[src/logic/dot_matrix_pkg.sv]
package dot_matrix_pkg;

    // field widths
    localparam int ROW_W   = 3;
    localparam int COL_W   = 8;
    localparam int GLYPH_W = 4;

    // scan geometry, square matrix
    localparam int ROW_COUNT = 8;

    // glyphs 0..GLYPH_COUNT-1 have a bitmap, the rest are blank
    localparam int GLYPH_COUNT = 8;

    // row index of the scan, 0 is the top row
    typedef logic [ROW_W-1:0] row_idx_t;

    // active-low row select, bit n low drives row n
    typedef logic [ROW_COUNT-1:0] row_sel_t;

    // column pattern, bit 7 leftmost, 1 = lit
    typedef logic [COL_W-1:0] col_t;

    // glyph number from the host
    typedef logic [GLYPH_W-1:0] glyph_t;

endpackage

[src/logic/dot_matrix_display.sv]
`timescale 1ns/1ns

module dot_matrix_display
    import dot_matrix_pkg::*;
#(
    parameter int SCAN_DIV = 4
) (
    input  logic     clk,
    input  logic     rst,
    input  logic     enable,
    input  logic     hot,
    input  glyph_t   glyph,
    output row_sel_t row,
    output col_t     colg,
    output col_t     colr
);

    row_idx_t row_index;
    logic     frame_start;
    glyph_t   glyph_sel;
    logic     glyph_valid;
    col_t     pixels;

    row_scanner #(
        .SCAN_DIV (SCAN_DIV)
    ) row_scanner_i (
        .clk         (clk),
        .rst         (rst),
        .row_index   (row_index),
        .frame_start (frame_start)
    );

    glyph_rom glyph_rom_i (
        .glyph_sel   (glyph_sel),
        .glyph_valid (glyph_valid),
        .row_index   (row_index),
        .pixels      (pixels)
    );

    matrix_driver matrix_driver_i (
        .clk         (clk),
        .rst         (rst),
        .enable      (enable),
        .hot         (hot),
        .glyph       (glyph),
        .row_index   (row_index),
        .frame_start (frame_start),
        .pixels      (pixels),
        .glyph_sel   (glyph_sel),
        .glyph_valid (glyph_valid),
        .row         (row),
        .colg        (colg),
        .colr        (colr)
    );

endmodule

[src/logic/glyph_rom.sv]
`timescale 1ns/1ns

module glyph_rom
    import dot_matrix_pkg::*;
(
    input  glyph_t   glyph_sel,
    input  logic     glyph_valid,
    input  row_idx_t row_index,
    output col_t     pixels
);

    always_comb
    begin
        pixels = '0;
        if (glyph_valid && (glyph_sel < glyph_t'(GLYPH_COUNT)))
        begin
            case (glyph_sel[2:0])
                3'd0:
                begin
                    // smallest blob
                    case (row_index)
                        3'd2, 3'd5: pixels = 8'b0001_1000;
                        3'd3, 3'd4: pixels = 8'b0011_1100;
                        default:    pixels = 8'b0000_0000;
                    endcase
                end
                3'd1:
                begin
                    case (row_index)
                        3'd2, 3'd5: pixels = 8'b0011_1000;
                        3'd3, 3'd4: pixels = 8'b0111_1100;
                        default:    pixels = 8'b0000_0000;
                    endcase
                end
                3'd2:
                begin
                    case (row_index)
                        3'd2, 3'd5: pixels = 8'b0011_1100;
                        3'd3, 3'd4: pixels = 8'b0111_1110;
                        default:    pixels = 8'b0000_0000;
                    endcase
                end
                3'd3:
                begin
                    case (row_index)
                        3'd1, 3'd6:             pixels = 8'b0011_1100;
                        3'd2, 3'd3, 3'd4, 3'd5: pixels = 8'b0111_1110;
                        default:                pixels = 8'b0000_0000;
                    endcase
                end
                3'd4:
                begin
                    // fills the whole height
                    case (row_index)
                        3'd0, 3'd7: pixels = 8'b0011_1100;
                        3'd1, 3'd6: pixels = 8'b0111_1110;
                        default:    pixels = 8'b1111_1111;
                    endcase
                end
                3'd5:
                begin
                    pixels = 8'b1111_1111;
                end
                3'd6:
                begin
                    // flame, first phase
                    case (row_index)
                        3'd0: pixels = 8'b1100_0011;
                        3'd1: pixels = 8'b1110_0011;
                        3'd2: pixels = 8'b1111_0001;
                        3'd3: pixels = 8'b1110_0011;
                        3'd4: pixels = 8'b1100_0111;
                        3'd5: pixels = 8'b1110_0111;
                        3'd6: pixels = 8'b1111_0111;
                        3'd7: pixels = 8'b1111_1011;
                    endcase
                end
                3'd7:
                begin
                    // flame, second phase
                    case (row_index)
                        3'd1:    pixels = 8'b0000_0001;
                        3'd2:    pixels = 8'b1000_0001;
                        3'd3:    pixels = 8'b1100_0011;
                        3'd4:    pixels = 8'b1000_0011;
                        3'd5:    pixels = 8'b1100_0111;
                        3'd6:    pixels = 8'b1110_0111;
                        3'd7:    pixels = 8'b1111_0011;
                        default: pixels = 8'b0000_0000;
                    endcase
                end
            endcase
        end
    end

endmodule

[src/logic/matrix_driver.sv]
`timescale 1ns/1ns

module matrix_driver
    import dot_matrix_pkg::*;
(
    input  logic     clk,
    input  logic     rst,
    input  logic     enable,
    input  logic     hot,
    input  glyph_t   glyph,
    input  row_idx_t row_index,
    input  logic     frame_start,
    input  col_t     pixels,
    output glyph_t   glyph_sel,
    output logic     glyph_valid,
    output row_sel_t row,
    output col_t     colg,
    output col_t     colr
);

    glyph_t glyph_q;
    logic   valid_q;
    col_t   colg_next;

    // frame glyph, taken at frame start only
    always_ff @(posedge clk)
    begin
        if (frame_start)
        begin
            glyph_q <= glyph;
        end
    end

    always_ff @(posedge clk or posedge rst)
    begin
        if (rst)
        begin
            valid_q <= 1'b0;
        end
        else if (!enable)
        begin
            valid_q <= 1'b0; // drop the held glyph, wait for next frame
        end
        else if (frame_start)
        begin
            valid_q <= 1'b1;
        end
    end

    assign glyph_sel   = glyph_q;
    assign glyph_valid = valid_q;

    assign colg_next = (enable && valid_q) ? pixels : '0;

    // output stage, one clock behind the scan
    always_ff @(posedge clk or posedge rst)
    begin
        if (rst)
        begin
            row  <= '1;
            colg <= '0;
            colr <= '0;
        end
        else
        begin
            row  <= ~(row_sel_t'(1) << row_index);
            colg <= colg_next;
            colr <= hot ? colg_next : '0; // red over green reads amber
        end
    end

    a_row_onehot: assert property (
        @(posedge clk)
        $countones(~row) <= 1
    ) else $error("more than one row driven");

    a_red_follows_green: assert property (
        @(posedge clk)
        (colr == colg) || (colr == '0)
    ) else $error("colr differs from colg");

endmodule

[src/logic/row_scanner.sv]
`timescale 1ns/1ns

module row_scanner
    import dot_matrix_pkg::*;
#(
    parameter int SCAN_DIV = 4
) (
    input  logic     clk,
    input  logic     rst,
    output row_idx_t row_index,
    output logic     frame_start
);

    localparam int DIV_W = $clog2(SCAN_DIV);

    logic [DIV_W-1:0] div_cnt;
    logic             div_last;
    logic             row_last;

    // a single clock per row would leave no room for the output lag
    if (SCAN_DIV < 2) begin : g_div_check
        $error("row_scanner: SCAN_DIV must be 2 or more");
    end

    assign div_last = (div_cnt == DIV_W'(SCAN_DIV - 1));
    assign row_last = (row_index == row_idx_t'(ROW_COUNT - 1));

    // last clock of the bottom row
    assign frame_start = div_last && row_last;

    always_ff @(posedge clk or posedge rst)
    begin
        if (rst)
        begin
            div_cnt <= '0;
        end
        else if (div_last)
        begin
            div_cnt <= '0;
        end
        else
        begin
            div_cnt <= div_cnt + 1'b1;
        end
    end

    always_ff @(posedge clk or posedge rst)
    begin
        if (rst)
        begin
            row_index <= '0;
        end
        else if (div_last)
        begin
            row_index <= row_last ? '0 : row_index + 1'b1;
        end
    end

    // each row is held for the full divider period
    a_row_hold: assert property (
        @(posedge clk) disable iff (rst)
        !$past(div_last) |-> $stable(row_index)
    ) else $error("row_index moved before terminal count");

endmodule

[config.mk]
export PLATFORM = sky130hd
export DESIGN_NAME = dot_matrix_display
export DESIGN_NICKNAME = d
export VERILOG_FILES = /design/src/logic/dot_matrix_pkg.sv /design/src/logic/dot_matrix_display.sv /design/src/logic/glyph_rom.sv /design/src/logic/matrix_driver.sv /design/src/logic/row_scanner.sv
export SDC_FILE = /design/constraint.sdc
export NUM_CORES = 1
export LEC_CHECK = 0
export BUFFER_PORTS_ARGS = -buffer_cell sky130_fd_sc_hd__buf_2
export CAP_MARGIN = 5
export CELL_PAD_IN_SITES_DETAIL_PLACEMENT = 2
export CELL_PAD_IN_SITES_GLOBAL_PLACEMENT = 2
export CORE_MARGIN = 2
export CORE_UTILIZATION = 34
export CTS_BUF_LIST = sky130_fd_sc_hd__clkbuf_8 sky130_fd_sc_hd__clkbuf_16
export DETAILED_ROUTE_END_ITERATION = 10
export GPL_TIMING_DRIVEN = 0
export PLACE_DENSITY_LB_ADDON = 0.1
export SLEW_MARGIN = 20
export SYNTH_ARGS = -nofsm -noshare
export SYNTH_HDL_FRONTEND = slang
export SYNTH_HIERARCHICAL = 1
export SYNTH_SLANG_ARGS = --single-unit
[constraint.sdc]
create_clock -name clk -period 2.3 [get_ports clk]
set_clock_uncertainty 0.05 [all_clocks]
set_input_delay 0.575 -clock clk [delete_from_list [all_inputs] [get_ports clk]]
set_output_delay 0.575 -clock clk [all_outputs]
set_load 0.03 [all_outputs]
==> results by group, run 1 <==
Timing
  – Max-slew headroom: 41.1%
  – Tightest Pin Transition: 882 ps
  – RSZ-0062 raised after global routing: false
  – Fin worst setup slack: 226 ps
  – Minimum clock period: 2070 ps
  – Fmax: 0.482 GHz
  – Post-route setup TNS: 0 ps
  – Count of final setup violators: 0
  – Final hold viol count: 0
  – Final worst path period share: 90.2%
  – Slew Limit Fails: 0

Worst setup path
  – RR Startpoint: row_scanner_i/row_index[1]$_DFFE_PP0N_
  – Endpoint class of the critical path: flop
  – Setup CP Type: flop to flop
  – Worst EP required: 2470 ps
  – Crit Path Max Fanout: 12
  – Critical R2R Capture: matrix_driver_i/colr[2]$_DFF_PP0_
  – Arr. time, crit path: 2250 ps
  – Flop2flop setup slack: 230 ps
  – CP startpoint kind: flop
  – FF-to-FF path depth: 7

Floorplan
  – Die H: 74.4 µm
  – Initial Util: 35.4%
  – Num rows: 25
  – Die area: 5530 µm²
  – Die X: 74.4 µm
  – Core Box Area: 4750 µm²
  – Boundary pin count: 32

Outcome
  – Outcome: completed

Route
  – Routed vias: 1418
  – DR DRC count: 0
  – Pre-antenna DRT Iters: 4
  – DR iter-0 viols: 27
  – DRT Wirelength: 4720 µm
  – Via-to-Cell Ratio: 5.25
  – DRT antenna net count: 0
  – Wire length per cell: 17.5 µm

Synthesis
  – Yosys reg bits: 34
  – Synth Net Count: 175
  – Top-area cell type share of the netlist area: 32.7%
  – Most used flip-flop cell after synthesis: dfrtp_1
  – Fraction of registers with async set/reset: 88.2%
  – Synth unique cells: 42
  – Synth area leaders: dfrtp_1 33%, dfstp_2 12%, edfxtp_1 7.1%, a21oi_1 4.2%, and4_1 4.2%
  – Area leader, netlist: dfrtp_1
  – Synth Instances: 164
  – Top-count cell post-synth: dfrtp_1
  – Mean Syn Cell Area: 10.3 µm²
  – Netlist area before placement: 1680 µm²
  – Synth top cells by count: 22 x dfrtp_1, 14 x a21oi_1, 11 x nor2_1
  – Number of synthesized flops with an enable pin: 4
  – Post-synthesis sequential area ratio: 52.3%
  – Synthesis Warnings: 6

Cells and area
  – P&R area growth vs syn: 22.2%
  – Antenna cell count: 0
  – Share of layout cells above drive strength 1: 32.0%
  – Nets: 213
  – Post-Layout Inst Area: 2060 µm²

Global routing
  – Initial antenna violation count: 0
  – GRT Residual Overflow: 0
  – Vias in the first global route: 1503
  – Largest net degree at the start of global routing: 26
  – Total GRT Usage: 18.5%
  – First-pass GRT wire length: 7670 µm

Clocking
  – CTS Buffer Depth: 2
  – CTS HTree Levels: 2
  – CTS root buf: clkbuf_8
  – Worst skew pair latency: 290 ps
  – Setup Buffers After CTS: 0
  – TritonCTS clock tree: done
  – Total CTS buffers: 5
  – Clock transition at path regs: 70 ps
  – Clock Sinks: 34

Place
  – Place WS: 113 ps
  – GPL Wtd Cong: 0.803
  – I/O Buffers: 31
  – Cell Area, Placed: 1920 µm²
  – Hpwl dp: 3390 µm

Run
  – Maximum capacitance violations: 0

Hold path
  – Worst Hold Class: input pin to asynchronous set/reset pin

Power and ir drop
  – Peak VDD IR: 0.000235 V
  – P per Cell Area: 601 nW/µm²
  – Leakage: 0.970 nW
## timing repair
action	CTS	global route
gates resized for setup	0	2
endpoints found under the setup margin	0	5
hold buffers	0	0
## flip-flops by register name, indices dropped and copies added (netlist names)
name                         cells
matrix_driver_i/colg             8
matrix_driver_i/colr             8
matrix_driver_i/row              8
matrix_driver_i/glyph_sel        4
row_scanner_i/row_index          3
row_scanner_i/div_cnt            2
matrix_driver_i/glyph_valid      1
## where the power goes
part           total [W]   switching [W]  internal [W]
logic          0.0000218       0.0000167    0.00000514
registers       0.000608  0.000000000242      0.000608
clock network   0.000606        0.000216      0.000390
total            0.00124        0.000233       0.00100
## worst max-delay path: stages (launching register included)
cell and delay, ps:
dfrtp_1 550, buf_2 310, buf_2 260, nand4b_1 110
o21ai_0 90, o21ai_0 130, a21oi_1 280, and4_1 220
## cell type report
type                       instances  area [µm²]
fill                             532        2700
sequential                        34         881
multi-input combinational        110         707
timing repair buffer              31         155
clock buffer                       6        93.8
tap                               67        83.8
buffer                            14        73.8
clock inverter                     2        38.8
inverter                           6        22.5
## metrics by stage
stage	hold WS (ps)	instances	power (W)	utilization (%)
6_report	153	270	0.00124	43.2
5_1_grt	169	270	0.00128	43.2
3_5_place_dp	379	262	0.000641	40.4
2_1_floorplan	304	164	0.000629	-
4_1_cts	144	270	0.00126	43.2
3_3_place_gp	364	262	0.000640	40.4
## worst max path at each step
stage / start / cells past startpoint / to
floorplan: row_scanner_i/row_index[0]$_DFFE_PP0N_ / 6 / matrix_driver_i/colr[5]$_DFF_PP0_
global placement: row_scanner_i/row_index[0]$_DFFE_PP0N_ / 6 / matrix_driver_i/colr[2]$_DFF_PP0_
global route: row_scanner_i/row_index[2]$_DFFE_PP0N_ / 7 / matrix_driver_i/colr[2]$_DFF_PP0_
CTS: row_scanner_i/row_index[0]$_DFFE_PP0N_ / 6 / matrix_driver_i/colr[5]$_DFF_PP0_
finish: row_scanner_i/row_index[1]$_DFFE_PP0N_ / 7 / matrix_driver_i/colr[2]$_DFF_PP0_
detailed placement: row_scanner_i/row_index[0]$_DFFE_PP0N_ / 6 / matrix_driver_i/colr[5]$_DFF_PP0_
## cells by family (layout without fill, tap and decap cells)
family | count (synthesis) | after routing | share of synthesized area (%)
compound gates | 43 | 43 | 15.9
flops | 34 | 34 | 52.3
simple gates | 60 | 60 | 21.5
buf+inv | 20 | 59 | 5.65
fa+ha+maj | 3 | 3 | 2.23
xor+xnor | 2 | 2 | 1.04
mux | 2 | 2 | 1.34
## routing by layer
metal / vias up / wire length (µm) / global-route usage [%]
li1: 663 / - / -
met2: 35 / 2300 / 30.6
met1: 710 / 2180 / 24.4
met5: - / 0 / 0
met4: 0 / 62 / 5.95
met3: 10 / 177 / 3.79
## cell usage in the layout (no fill, tap or decap), types with 3 or more instances in the layout
master,Yosys,final
and4_1,8,8
dfrtp_1,22,22
clkbuf_8,0,5
or3b_1,3,3
inv_1,6,6
ha_1,3,3
nand2b_1,4,4
a31oi_1,3,3
a21oi_1,14,14
nand3b_1,5,5
nand2_1,8,8
dfstp_2,8,8
edfxtp_1,4,4
nor2_1,11,11
buf_2,9,40
o21ai_0,9,9
and3_1,8,8
No activity file was read; power rests on OpenSTA's default activity.
==> run 2: changes to the inputs <==
--- a/config.mk
+++ b/config.mk
@@ -9,6 +9,7 @@
 export CAP_MARGIN = 5
 export CELL_PAD_IN_SITES_DETAIL_PLACEMENT = 2
 export CELL_PAD_IN_SITES_GLOBAL_PLACEMENT = 2
+export CORE_ASPECT_RATIO = 0.7
 export CORE_MARGIN = 2
 export CORE_UTILIZATION = 34
 export CTS_BUF_LIST = sky130_fd_sc_hd__clkbuf_8 sky130_fd_sc_hd__clkbuf_16
==> results by group, run 2 (same netlist as run 1, synthesis figures left out) <==
Cells and area
  – Share of layout cells above drive strength 1: 31.5%
  – Largest regs: matrix_driver_i/colg (8), matrix_driver_i/colr (8), matrix_driver_i/row (8)
  – Most frequent cells in the layout: 40 x buf_2, 22 x dfrtp_1, 14 x a21oi_1
  – Antenna cell count: 0
  – Most common library cell in the layout ignoring fill and taps: buf_2
  – Nets: 213
  – P&R area growth vs syn: 19.9%

Power and ir drop
  – Switching part of the total power: 21.0%
  – Combinational power share: 2.1%
  – Int Pwr: 0.000850 W
  – Clock power frac: 41.4%
  – Peak VDD IR: 0.000213 V
  – Seq pwr share: 56.5%
  – P per Cell Area: 534 nW/µm²
  – Switch Pwr: 0.000226 W
  – Pwr Total: 0.00108 W
  – Leakage: 0.956 nW

Route
  – Routed vias: 1411
  – Via-to-Cell Ratio: 5.19
  – Wire length per cell: 17.3 µm
  – DR DRC count: 0
  – DRT Wirelength: 4710 µm
  – Pre-antenna DRT Iters: 4
  – DR iter-0 viols: 151
  – DRT antenna net count: 0

Hold path
  – Worst Hold Class: input pin to asynchronous set/reset pin

Timing
  – RSZ-0062 raised after global routing: false
  – Slew Limit Fails: 0
  – Max-slew headroom: 35.6%
  – Final worst path period share: 88.3%
  – Final hold viol count: 0
  – Fmax: 0.492 GHz
  – Minimum clock period: 2030 ps
  – Tightest Pin Transition: 965 ps
  – Count of final setup violators: 0
  – Post-route setup TNS: 0 ps

Clocking
  – CTS Buffer Depth: 2
  – TritonCTS clock tree: done
  – Total CTS buffers: 5
  – Worst skew pair latency: 280 ps
  – Clock transition at path regs: 70 ps
  – CTS HTree Levels: 2
  – CTS root buf: clkbuf_8
  – Clock Sinks: 34
  – CTS Hold Buffers Added: 0

Worst setup path
  – Crit path largest cell delay: 520 ps
  – CP cell instances: buf_2 > clkbuf_2 > o21ai_0 > a21boi_0 > a21oi_1 > and4_1
  – Setup CP Type: flop to flop
  – Arr. time, crit path: 2150 ps
  – CP Buf/Inv Count: 2
  – Crit Path Max Fanout: 12
  – Crit-path leading delay family: compound AO/OA/AOI/OAI gates
  – CP startpoint kind: flop
  – Slowest-stage cell, CP: dfrtp_1
  – Endpoint class of the critical path: flop
  – Worst EP required: 2410 ps

Global routing
  – Initial antenna violation count: 0
  – Vias in the first global route: 1478
  – First-pass GRT wire length: 7760 µm
  – Largest net degree at the start of global routing: 26
  – Total GRT Usage: 18.3%
  – GRT Residual Overflow: 0

Floorplan
  – Core Box Area: 4780 µm²
  – Die H: 62.9 µm
  – Initial Util: 35.2%
  – Boundary pin count: 32
  – Die X: 88.1 µm
  – Die area: 5540 µm²
  – Num rows: 21

Place
  – Hpwl dp: 3470 µm
  – GPL Wtd Cong: 0.854
  – I/O Buffers: 31

Outcome
  – Outcome: completed

Run
  – Maximum capacitance violations: 0
## run 2: changes by cell type in the layout (fill, tap and decap cells not counted)
cell and change:
bufinv_16 -1, clkbuf_8 +1, clkinv_2 +1, clkbuf_16 -1, clkinv_4 -1, inv_1 +1
## run 2: repair_timing
action	CTS	global route
resized for setup	0	2
hold endpoints to repair	0	0
endpoints found under the setup margin	0	4
setup buffers	0	0
## run 2: final cells by class
cell class	count	area, µm²
fill	543	2770
sequential	34	881
multi-input combinational	110	707
timing repair buffer	31	155
tap	69	86.3
clock buffer	6	82.6
buffer	14	73.8
inverter	6	22.5
clock inverter	2	8.76
## run 2: layer usage
metal	routed length [µm]	up-vias	track usage [%]
met1	2160	711	25.5
met4	40	0	3.98
met2	2310	28	29.3
met5	0	-	0
li1	-	667	-
met3	197	5	4.10
## run 2: worst register-to-register path, cell delays in order, from the launching register on
cell and delay [ps]:
dfrtp_1 520, buf_2 270, clkbuf_2 260, o21ai_0 130
a21boi_0 340, a21oi_1 110, and4_1 240
## run 2: worst paths after layout
path | endpoint | startpoint | cells after the start | slack [ps]
max in group asynchronous | matrix_driver_i/colg[4]$_DFF_PP0_ | rst | 2 | 1140
min | row_scanner_i/row_index[2]$_DFFE_PP0N_ | rst | 2 | 140
min in group clk | row_scanner_i/div_cnt[0]$_DFF_PP0_ | row_scanner_i/div_cnt[0]$_DFF_PP0_ | 1 | 390
max | matrix_driver_i/colr[2]$_DFF_PP0_ | row_scanner_i/row_index[0]$_DFFE_PP0N_ | 6 | 270
min reg2reg | row_scanner_i/div_cnt[0]$_DFF_PP0_ | row_scanner_i/div_cnt[0]$_DFF_PP0_ | 1 | 390
max reg2reg | matrix_driver_i/colr[2]$_DFF_PP0_ | row_scanner_i/row_index[0]$_DFFE_PP0N_ | 6 | 270
## run 2: power by group through the flow
| stage | combinational (W) | sequential [W] | clock [W] |
|---|---|---|---|
| final | 0.0000224 | 0.000608 | 0.000446 |
| after global routing | 0.0000257 | 0.000608 | 0.000483 |
| after CTS | 0.0000232 | 0.000608 | 0.000462 |
| after detailed placement | 0.0000230 | 0.000619 | 0 |
| after global placement | 0.0000212 | 0.000619 | 0 |
| after floorplan | 0.00000975 | 0.000619 | 0 |
## run 2: through the flow
| step | cell area, µm² | hold WS, ps | setup WS [ps] | util (%) | instances |
|---|---|---|---|---|---|
| global placement | 1920 | 363 | 209 | 40.2 | 264 |
| finish | 2020 | 138 | 268 | 42.2 | 272 |
| CTS | 2020 | 137 | 94.0 | 42.2 | 272 |
| global route | 2020 | 156 | 112 | 42.2 | 272 |
| detailed placement | 1920 | 388 | 116 | 40.2 | 264 |
| floorplan | 1680 | 304 | 643 | - | 164 |
